==> config.mk <==
export PLATFORM = sky130hd
export DESIGN_NAME = minisys_io
export DESIGN_NICKNAME = d
export VERILOG_FILES = /design/src/verilog/minisys_io_pkg.sv /design/src/verilog/io_bus_if.sv /design/src/verilog/io_decoder.sv /design/src/verilog/led_switch_port.sv /design/src/verilog/io_timer.sv /design/src/verilog/pwm_unit.sv /design/src/verilog/minisys_io.sv
export SDC_FILE = /design/constraint.sdc
export NUM_CORES = 1
export LEC_CHECK = 0
export BUFFER_PORTS_ARGS = -buffer_cell sky130_fd_sc_hd__buf_2
export CORE_UTILIZATION = 40
export DETAILED_ROUTE_END_ITERATION = 8
export MAX_ROUTING_LAYER = met4
export PLACE_DENSITY = 0.63
export SLEW_MARGIN = 20
export SYNTH_ARGS = -nofsm -noshare
export SYNTH_HDL_FRONTEND = slang
export SYNTH_SLANG_ARGS = --single-unit
==> constraint.sdc <==
create_clock -name fpga_clk -period 3.51 [get_ports fpga_clk]
set_input_delay 0.702 -clock fpga_clk [delete_from_list [all_inputs] [get_ports fpga_clk]]
set_output_delay 0.702 -clock fpga_clk [all_outputs]
set_load 0.005 [all_outputs]
==> src/verilog/minisys_io_pkg.sv <==
`default_nettype none

package minisys_io_pkg;

    localparam int IO_ADDR_W = 10;         // Offset inside the I/O page
    localparam int IO_DATA_W = 16;
    localparam int IO_REG_W  = 3;          // Register offset inside one block
    localparam int LED_W     = 24;
    localparam int SWITCH_W  = 24;
    localparam int TMR_NUM   = 2;          // Timer channels

    // Block numbers, offset bits 9 to 4
    localparam logic [5:0] BLK_TIMER  = 6'h02;  // 0x020
    localparam logic [5:0] BLK_PWM    = 6'h03;  // 0x030
    localparam logic [5:0] BLK_LED    = 6'h06;  // 0x060
    localparam logic [5:0] BLK_SWITCH = 6'h07;  // 0x070

    localparam logic [IO_REG_W-1:0] TMR_CTRL0 = 3'd0;
    localparam logic [IO_REG_W-1:0] TMR_CTRL1 = 3'd2;
    localparam logic [IO_REG_W-1:0] TMR_CNT0  = 3'd4;
    localparam logic [IO_REG_W-1:0] TMR_CNT1  = 3'd6;

    localparam logic [IO_REG_W-1:0] PWM_MAX  = 3'd0;
    localparam logic [IO_REG_W-1:0] PWM_CMP  = 3'd2;
    localparam logic [IO_REG_W-1:0] PWM_CTRL = 3'd4;

    localparam logic [IO_REG_W-1:0] LED_LO = 3'd0;   // Also the switch low half
    localparam logic [IO_REG_W-1:0] LED_HI = 3'd2;

    typedef enum logic [2:0] {IO_NONE, IO_LED, IO_SWITCH, IO_TIMER, IO_PWM} io_block_e;
    typedef enum logic {TMR_ONE_SHOT, TMR_REPEAT} timer_mode_e;
    typedef enum logic {TMR_IDLE, TMR_RUN} timer_state_e;

endpackage

`default_nettype wire

==> src/verilog/io_bus_if.sv <==
`timescale 1ns/1ps
`default_nettype none

interface io_bus_if;
    import minisys_io_pkg::*;

    io_block_e             sel;        // Decoded peripheral
    logic [IO_REG_W-1:0]   offset;
    logic [IO_DATA_W-1:0]  wdata;
    logic                  wr;
    logic                  rd;
    logic [IO_DATA_W-1:0]  sw_rdata;   // From the switch port
    logic [IO_DATA_W-1:0]  tmr_rdata;  // From the timer

    modport decoder (output sel, offset, wdata, wr, rd, input sw_rdata, tmr_rdata);
    modport ledsw   (input sel, offset, wdata, wr, output sw_rdata);
    modport timer   (input sel, offset, wdata, wr, rd, output tmr_rdata);
    modport pwm     (input sel, offset, wdata, wr);

endinterface

`default_nettype wire

==> src/verilog/io_decoder.sv <==
`timescale 1ns/1ps
`default_nettype none

module io_decoder (
    input  wire  [minisys_io_pkg::IO_ADDR_W-1:0] io_addr_i,
    input  wire  [minisys_io_pkg::IO_DATA_W-1:0] io_wdata_i,
    input  wire                                  io_write_i,
    input  wire                                  io_read_i,
    output logic [minisys_io_pkg::IO_DATA_W-1:0] io_rdata_o,
    io_bus_if.decoder                            bus
);
    import minisys_io_pkg::*;

    logic [5:0] blk;    // Block number field

    assign blk = io_addr_i[IO_ADDR_W-1:4];

    always_comb begin
        case (blk)
            BLK_LED:    bus.sel = IO_LED;
            BLK_SWITCH: bus.sel = IO_SWITCH;
            BLK_TIMER:  bus.sel = IO_TIMER;
            BLK_PWM:    bus.sel = IO_PWM;
            default:    bus.sel = IO_NONE;
        endcase
    end

    // Bit 3 is not part of any register offset
    assign bus.offset = io_addr_i[IO_REG_W-1:0];
    assign bus.wdata  = io_wdata_i;
    assign bus.wr     = io_write_i;
    assign bus.rd     = io_read_i;

    // Read mux, zero outside a read or for blocks with nothing to return
    always_comb begin
        io_rdata_o = '0;
        if (io_read_i) begin
            case (bus.sel)
                IO_SWITCH: io_rdata_o = bus.sw_rdata;
                IO_TIMER:  io_rdata_o = bus.tmr_rdata;
                default:   io_rdata_o = '0;
            endcase
        end
    end

endmodule

`default_nettype wire

==> src/verilog/led_switch_port.sv <==
`timescale 1ns/1ps
`default_nettype none

module led_switch_port (
    input  wire                                 fpga_clk,
    input  wire                                 fpga_rst,
    io_bus_if.ledsw                             bus,
    input  wire  [minisys_io_pkg::SWITCH_W-1:0] switch_i,
    output logic [minisys_io_pkg::LED_W-1:0]    led_o
);
    import minisys_io_pkg::*;

    logic led_wr;

    assign led_wr = bus.wr && (bus.sel == IO_LED);

    // LED bank written as a 16-bit low half and an 8-bit high half
    always_ff @(posedge fpga_clk) begin
        if (fpga_rst) begin
            led_o <= '0;
        end else if (led_wr) begin
            case (bus.offset)
                LED_LO:  led_o[IO_DATA_W-1:0] <= bus.wdata;
                LED_HI:  led_o[LED_W-1:IO_DATA_W] <= bus.wdata[LED_W-IO_DATA_W-1:0];
                default: ;
            endcase
        end
    end

    // Switch read, high byte zero-extended
    always_comb begin
        case (bus.offset)
            LED_LO:  bus.sw_rdata = switch_i[IO_DATA_W-1:0];
            LED_HI:  bus.sw_rdata = {{(2*IO_DATA_W-SWITCH_W){1'b0}},
                                     switch_i[SWITCH_W-1:IO_DATA_W]};
            default: bus.sw_rdata = '0;
        endcase
    end

endmodule

`default_nettype wire

==> src/verilog/io_timer.sv <==
`timescale 1ns/1ps
`default_nettype none

module io_timer (
    input  wire       fpga_clk,
    input  wire       fpga_rst,
    io_bus_if.timer   bus
);
    import minisys_io_pkg::*;

    logic [IO_DATA_W-1:0] init_q  [TMR_NUM];  // Reload value
    logic [IO_DATA_W-1:0] cnt_q   [TMR_NUM];
    timer_mode_e          mode_q  [TMR_NUM];
    timer_state_e         state_q [TMR_NUM];
    logic [TMR_NUM-1:0]   done_q;

    logic [TMR_NUM-1:0]   ctrl_wr;
    logic [TMR_NUM-1:0]   cnt_wr;
    logic [TMR_NUM-1:0]   ctrl_rd;
    logic [TMR_NUM-1:0]   expire;             // Running and at zero
    logic [IO_DATA_W-1:0] status  [TMR_NUM];

    function automatic logic [IO_REG_W-1:0] ctrl_off(input int ch);
        return (ch == 0) ? TMR_CTRL0 : TMR_CTRL1;
    endfunction

    function automatic logic [IO_REG_W-1:0] cnt_off(input int ch);
        return (ch == 0) ? TMR_CNT0 : TMR_CNT1;
    endfunction

    always_comb begin
        for (int i = 0; i < TMR_NUM; i++) begin
            ctrl_wr[i] = bus.wr && (bus.sel == IO_TIMER) && (bus.offset == ctrl_off(i));
            cnt_wr[i]  = bus.wr && (bus.sel == IO_TIMER) && (bus.offset == cnt_off(i));
            ctrl_rd[i] = bus.rd && (bus.sel == IO_TIMER) && (bus.offset == ctrl_off(i));
            expire[i]  = (state_q[i] == TMR_RUN) && (cnt_q[i] == '0);
            status[i]  = {{(IO_DATA_W-2){1'b0}}, state_q[i] == TMR_RUN, done_q[i]};
        end
    end

    always_ff @(posedge fpga_clk) begin
        for (int i = 0; i < TMR_NUM; i++) begin
            if (cnt_wr[i]) begin
                init_q[i] <= bus.wdata;
            end
        end
    end

    always_ff @(posedge fpga_clk) begin
        for (int i = 0; i < TMR_NUM; i++) begin
            if (fpga_rst) begin
                mode_q[i]  <= TMR_ONE_SHOT;
                state_q[i] <= TMR_IDLE;
                cnt_q[i]   <= '0;
                done_q[i]  <= 1'b0;
            end else if (ctrl_wr[i]) begin
                mode_q[i] <= timer_mode_e'(bus.wdata[1]);
                done_q[i] <= 1'b0;
                if (bus.wdata[0]) begin
                    state_q[i] <= TMR_RUN;
                    cnt_q[i]   <= init_q[i];    // Load and start
                end else begin
                    state_q[i] <= TMR_IDLE;     // Bit 0 clear stops the channel
                end
            end else if (expire[i]) begin
                done_q[i] <= 1'b1;              // Wins over a status read
                if (mode_q[i] == TMR_REPEAT) begin
                    cnt_q[i] <= init_q[i];
                end else begin
                    state_q[i] <= TMR_IDLE;
                end
            end else begin
                if (state_q[i] == TMR_RUN) begin
                    cnt_q[i] <= cnt_q[i] - 1'b1;
                end
                if (ctrl_rd[i]) begin
                    done_q[i] <= 1'b0;          // Read clears done
                end
            end
        end
    end

    always_comb begin
        case (bus.offset)
            TMR_CTRL0: bus.tmr_rdata = status[0];
            TMR_CTRL1: bus.tmr_rdata = status[1];
            TMR_CNT0:  bus.tmr_rdata = cnt_q[0];
            TMR_CNT1:  bus.tmr_rdata = cnt_q[1];
            default:   bus.tmr_rdata = '0;
        endcase
    end

endmodule

`default_nettype wire

==> src/verilog/pwm_unit.sv <==
`timescale 1ns/1ps
`default_nettype none

module pwm_unit (
    input  wire      fpga_clk,
    input  wire      fpga_rst,
    io_bus_if.pwm    bus,
    output logic     pwm_o
);
    import minisys_io_pkg::*;

    logic [IO_DATA_W-1:0] max_q;   // Period minus one
    logic [IO_DATA_W-1:0] cmp_q;   // High cycles per period
    logic                 en_q;
    logic [IO_DATA_W-1:0] cnt_q;
    logic                 pwm_wr;

    assign pwm_wr = bus.wr && (bus.sel == IO_PWM);

    always_ff @(posedge fpga_clk) begin
        if (pwm_wr && bus.offset == PWM_MAX) begin
            max_q <= bus.wdata;
        end
        if (pwm_wr && bus.offset == PWM_CMP) begin
            cmp_q <= bus.wdata;
        end
    end

    always_ff @(posedge fpga_clk) begin
        if (fpga_rst) begin
            en_q <= 1'b0;
        end else if (pwm_wr && bus.offset == PWM_CTRL) begin
            en_q <= bus.wdata[0];
        end
    end

    // Counter held at zero while disabled
    always_ff @(posedge fpga_clk) begin
        if (fpga_rst) begin
            cnt_q <= '0;
        end else if (!en_q || cnt_q >= max_q) begin
            cnt_q <= '0;  // Also recovers when the period shrinks mid-run
        end else begin
            cnt_q <= cnt_q + 1'b1;
        end
    end

    assign pwm_o = en_q && (cnt_q < cmp_q);

endmodule

`default_nettype wire

==> src/verilog/minisys_io.sv <==
`timescale 1ns/1ps
`default_nettype none

module minisys_io (
    input  wire                                  fpga_clk,
    input  wire                                  fpga_rst,
    // CPU I/O port
    input  wire  [minisys_io_pkg::IO_ADDR_W-1:0] io_addr_i,
    input  wire  [minisys_io_pkg::IO_DATA_W-1:0] io_wdata_i,
    input  wire                                  io_write_i,
    input  wire                                  io_read_i,
    output logic [minisys_io_pkg::IO_DATA_W-1:0] io_rdata_o,
    // Board pins
    input  wire  [minisys_io_pkg::SWITCH_W-1:0]  switch_i,
    output logic [minisys_io_pkg::LED_W-1:0]     led_o,
    output logic                                 pwm_o
);

    io_bus_if bus ();

    io_decoder u_decoder (
        .io_addr_i  (io_addr_i),
        .io_wdata_i (io_wdata_i),
        .io_write_i (io_write_i),
        .io_read_i  (io_read_i),
        .io_rdata_o (io_rdata_o),
        .bus        (bus.decoder)
    );

    led_switch_port u_ledsw (
        .fpga_clk   (fpga_clk),
        .fpga_rst   (fpga_rst),
        .bus        (bus.ledsw),
        .switch_i   (switch_i),
        .led_o      (led_o)
    );

    io_timer u_timer (
        .fpga_clk   (fpga_clk),
        .fpga_rst   (fpga_rst),
        .bus        (bus.timer)
    );

    pwm_unit u_pwm (
        .fpga_clk   (fpga_clk),
        .fpga_rst   (fpga_rst),
        .bus        (bus.pwm),
        .pwm_o      (pwm_o)
    );

endmodule

`default_nettype wire

**Word-level counts from Yosys, hierarchy flattened**

Memory sizes are Yosys's and may differ from the RTL's.
Index checks and enable logic that the tools add are counted.

- Logic and storage cells: 153
- Bits of input ports: 54
- Memories kept: 4
- Bits in writable memories: 68
- Output and inout port bits: 41
- Flip-flop bits (word level): 75

Memory list:

| name | words | bits a word | rd ports | clocked after memory_dff | write ports | line | source |
|---|---|---|---|---|---|---|---|
| u_timer.cnt_q | 2 | 16 | 2 | 0 | 2 | io_timer.sv:12 | `logic [IO_DATA_W-1:0] cnt_q [TMR_NUM];` |
| u_timer.init_q | 2 | 16 | 2 | 0 | 1 | io_timer.sv:11 | `logic [IO_DATA_W-1:0] init_q [TMR_NUM];` |
| u_timer.mode_q | 2 | 1 | 2 | 0 | 2 | io_timer.sv:13 | `timer_mode_e mode_q [TMR_NUM];` |
| u_timer.state_q | 2 | 1 | 2 | 0 | 2 | io_timer.sv:14 | `timer_state_e state_q [TMR_NUM];` |

- Bitwise operators: 14
- Eq/ne operators: 11
- Add/subtract/negate cells: 3
- Reductions and logical operators: 29
- Mux-type cells: 82
- Order comparisons: 2

Operator list:

| kind | count |
|---|---|
| $mux W16 | 8 |
| $mux W1 | 70 |
| $pmux W16 S2 | 2 |
| $pmux W16 S4 | 1 |
| $logic_not A16 Y1 | 2 |
| $sub A16 B1 Y16 const B | 2 |
| $add A16 B1 Y16 const B | 1 |
| $ge A16 B16 Y1 | 1 |
| $logic_and A1 B1 Y1 | 16 |
| $lt A16 B16 Y1 | 1 |
| $reduce_or A16 Y1 | 1 |
| $or A1 B1 Y1 | 14 |
| $eq A6 B2 Y1 const B | 2 |
| $eq A6 B3 Y1 const B | 2 |
| $pmux W3 S4 | 1 |
| $eq A3 B2 Y1 const B | 3 |
| $eq A3 B3 Y1 const B | 3 |
| $reduce_or A2 Y1 | 3 |
| $reduce_and A2 Y1 | 2 |
| $reduce_bool A2 Y1 | 2 |
| $eq A3 B1 Y1 const B | 1 |
| $logic_not A3 Y1 | 1 |
| $logic_not A1 Y1 | 1 |
| $logic_or A1 B1 Y1 | 1 |

**Depth between registers and ports, before layout**

- Depth in word-level cells: 11
- Depth in mapped cells: 8
- Depth with buffers taken out: 7

**Modules after synthesis**

Synthesis repeated with hierarchy kept, for this count alone.

- Cells, all modules: 701
- Area, all modules: 7,850.0 um2

By module, submodules not included:

| module | instances | cells each | area an instance (um2) | sequential area each (um2) |
|---|---|---|---|---|
| io_timer | 1 | 280 | 3,579.7 | 2,082.0 |
| pwm_unit | 1 | 219 | 2,446.1 | 1,301.2 |
| led_switch_port | 1 | 118 | 1,187.4 | 480.5 |
| io_decoder | 1 | 84 | 636.9 | 0.0 |

**Worst setup path after synthesis**

No wires, ideal clock.

- Kind: input to output
- From: input port io_addr_i[7] (netlist bit)
- To: output port io_rdata_o[7] (netlist bit)
- Path buffers: 1
- Setup slack: 0.553 ns
- Stages: 6
- Required time: 2.808 ns
- Data arrival time: 2.255 ns
- Cells stage by stage: nor4b_2 -> nand2_1 -> nor3_1 -> clkbuf_1 -> a22oi_1 -> o21ai_0

- Word-level cells in the longest chain between the ends: 5

RTL lines:

| what | line | source |
|---|---|---|
| from (decl) | minisys_io.sv:8 | `input wire [minisys_io_pkg::IO_ADDR_W-1:0] io_addr_i,` |
| $eq A6 B2 Y1 / $eq A6 B3 Y1 (equally long branches) | io_decoder.sv:19 | `case (blk)` |
| $pmux W3 S4 (*) | io_decoder.sv:19 |  |
| $eq A3 B2 Y1 | io_decoder.sv:38 | `case (bus.sel)` |
| $pmux W16 S2 (*) | io_decoder.sv:38 |  |
| $mux W16 (*) | io_decoder.sv:37 | `if (io_read_i) begin` |
| to (decl) | minisys_io.sv:12 | `output logic [minisys_io_pkg::IO_DATA_W-1:0] io_rdata_o,` |

Every way passes the cells marked *; elsewhere a longest branch is shown, timed or not.

**Worst setup path in the final report**

- From: input port io_addr_i[7] (netlist bit)
- To: output port io_rdata_o[6] (netlist bit)

Same word-level chain as after synthesis.

==> metrics <==
largest net degree at the start of global routing 29; Port Buf Inserts 93; Starting Density 41.5%; PostCTS Resize Cnt 0; deepest level of the CTS H-tree 4; Worst-path clk slew 0.05 ns; critical path class input port to output pin; DRC viols 0; Post-Synthesis Cell Area 0.00695 mm²; internal power 3.06 mW; Finished Layout Cells 941; crit path time final 3.08 ns; detailed router's first-iteration violation count 215; DP Area 0.00772 mm²; clock latency on the worst-skew pair 0.42 ns; antenna cell count 0; clock root buffer clkbuf_16; Clk pwr share 46.8%; gr ovfl total 0; share of total power in sequential cells 47.9%; Ys Warns 0; Sw Ratio 21.7%; PnR worst setup slack 0.426 ns; CTS tree done; GPL Wtd Cong 0.889; r2r worst-path depth 5; Avg Inst Size Synth 11.6 µm²; Area Overhead vs Synth 19.8%; CP Data Arrival Time 2.38 ns; layout cell share with drive strength beyond 1 20.5%; VDD IR-drop max 0.356 mV; Lkg Pwr 3.38 nW; first-pass GRT wire length 25.8 mm; status complete, no violations; ys flop type edfxtp_1; dpl ws 0.413 ns; register bit total from synthesis 143; endpoint class of the critical path output pin; vias in the first global route 5136; max frequency 324 MHz; DR vias 5003; final setup TNS 0 ns; 1st-pass router iterations 5; dominant cell type by area after synthesis edfxtp_1; HPWL Detailed 11.6 mm; Post-CTS Setup Inserts 0; RSZ-0062 raised after global routing no; Synth cell types 54; # setup viols final 0; Mapped Cells 598; post-route clock skew 0.00752 ns; top cell type's share of synthesized area 43.2%; routed len/inst 16.8 µm; hold buffers post-CTS 0; PwrDens 469 mW/mm²; Die Footprint 0.0179 mm²; initial antenna violation count 0; Seq/Total Area, Yosys 55.6%; max_cap viols 0; Comb pwr share 5.3%; Synth top cells by count edfxtp_1, nor2_1, dfxtp_1; HP Class flip-flop to flip-flop; post-synthesis net count 687; die span in x 134 µm; Placed Instances 909; Final nets 797; I/O Pins 95; relative slew slack 44.8%; Tot Pwr 3.90 mW; vias per cell 5.32; top-count cell post-synth edfxtp_1; period utilization 87.9%; Rows 47; clk buf depth 2; max-slew violations 0; Core ar. 0.0168 mm²; final wirelength 15.8 mm; Req. time, crit path 2.81 ns; cts bufs inserted 17; pin slew with the least headroom to its limit 0.826 ns; Hold Path Stages 2; leading post-synthesis cells by cell area edfxtp_1, dfxtp_1, ha_1, mux2i_1, o2bb2ai_1; net switching power 0.848 mW; number of flops mapped to enable cells by yosys 100; GRT Overall Usage 19.5%; crit path max fanout 14; startpoint types input port; Die Y 134 µm; design area 0.00833 mm²; final hold vios 0; FFs w/ async S/R, synth 0%; Num Clock Sinks 143; DRT antenna net count 0
critical path, cell delays in order:
cell and delay [ns]:
buf_2 0.10, nor4b_2 0.52, nand3_1 0.21, or2_2 0.46, nor2_1 0.15, a221o_1 0.11
buf_2 0.11
cell type report:
type                       count  area, µm²
tap                          220        275
timing repair buffer         106        563
clock inverter                13        164
sequential                   143       3860
inverter                      42        158
fill                        1508       8430
multi-input combinational    398       2860
clock buffer                  19        443
power groups by stage:
stage                     logic [mW]  clock network (mW)  registers, mW
final                          0.207                1.83           1.87
after floorplan                0.124                   0           1.89
after global routing           0.228                1.94           1.87
after detailed placement       0.206                   0           1.90
after CTS                      0.208                1.86           1.87
after global placement         0.201                   0           1.90
worst paths after layout:
check,from,to,slack (ns)
setup reg to reg,u_timer.cnt_q[1][9]$_SDFFCE_PN0P_,u_timer.cnt_q[1][10]$_SDFFCE_PN0P_,0.79
hold reg to reg,u_ledsw.led_o[1]$_SDFFE_PP0P_,u_ledsw.led_o[1]$_SDFFE_PP0P_,0.49
setup / recovery,io_addr_i[7],io_rdata_o[6],0.43
hold / removal,u_ledsw.led_o[1]$_SDFFE_PP0P_,u_ledsw.led_o[1]$_SDFFE_PP0P_,0.49
per-layer routing:
metal | vias up | share of wire [%] | GRT usage, % | wire, µm
met5 | - | 0 | - | 0
met4 | 0 | 1.5 | 6.94 | 238
met3 | 21 | 4.5 | 4.08 | 709
met2 | 147 | 49 | 32.1 | 7780
met1 | 2398 | 45 | 23.6 | 7090
li1 | 2437 | - | - | -
cell families (layout without fill, tap and decap cells):
| family | after synthesis | after routing | synth area share (%) |
|---|---|---|---|
| muxes | 40 | 40 | 5.94 |
| adders and majority gates | 35 | 35 | 6.30 |
| and+or+nand+nor | 174 | 174 | 12.4 |
| DFF | 143 | 143 | 55.6 |
| xor gates and xnor gates | 41 | 41 | 5.17 |
| AOI/OAI and AO/OA | 108 | 108 | 11.2 |
| buffers and inverters | 57 | 180 | 3.38 |
through the flow:
stage	util, %	hold WS, ns
4_1_cts	49.7	0.491
3_5_place_dp	46.1	0.478
5_1_grt	49.7	0.511
3_3_place_gp	46.1	0.472
2_1_floorplan	-	0.443
6_report	49.7	0.490
sequential cells by signal (all words and copies together) (netlist names):
register         flops
u_pwm.en_q           1
u_timer.cnt_q       32
u_pwm.cnt_q         16
u_timer.init_q      32
u_timer.state_q      2
u_ledsw.led_o       24
u_timer.done_q       2
u_pwm.max_q         16
u_pwm.cmp_q         16
u_timer.mode_q       2
placed cells by master, fill, tap and decap left out, drive strengths merged, types with 4 or more instances in the layout:
cell type	n
o2bb2ai	32
o211ai	8
nand3	16
ha	35
clkinv	5
xor2	14
dfxtp	43
clkinvlp	5
edfxtp	100
nor3	16
buf	106
mux2i	39
a221o	6
nor2	63
inv	42
nor4	6
a21oi	26
clkbuf	19
xnor2	27
and2	4
o21ai	18
nand2	32
or3	5
nand4	11
No activity file was read; power rests on OpenSTA's default activity.
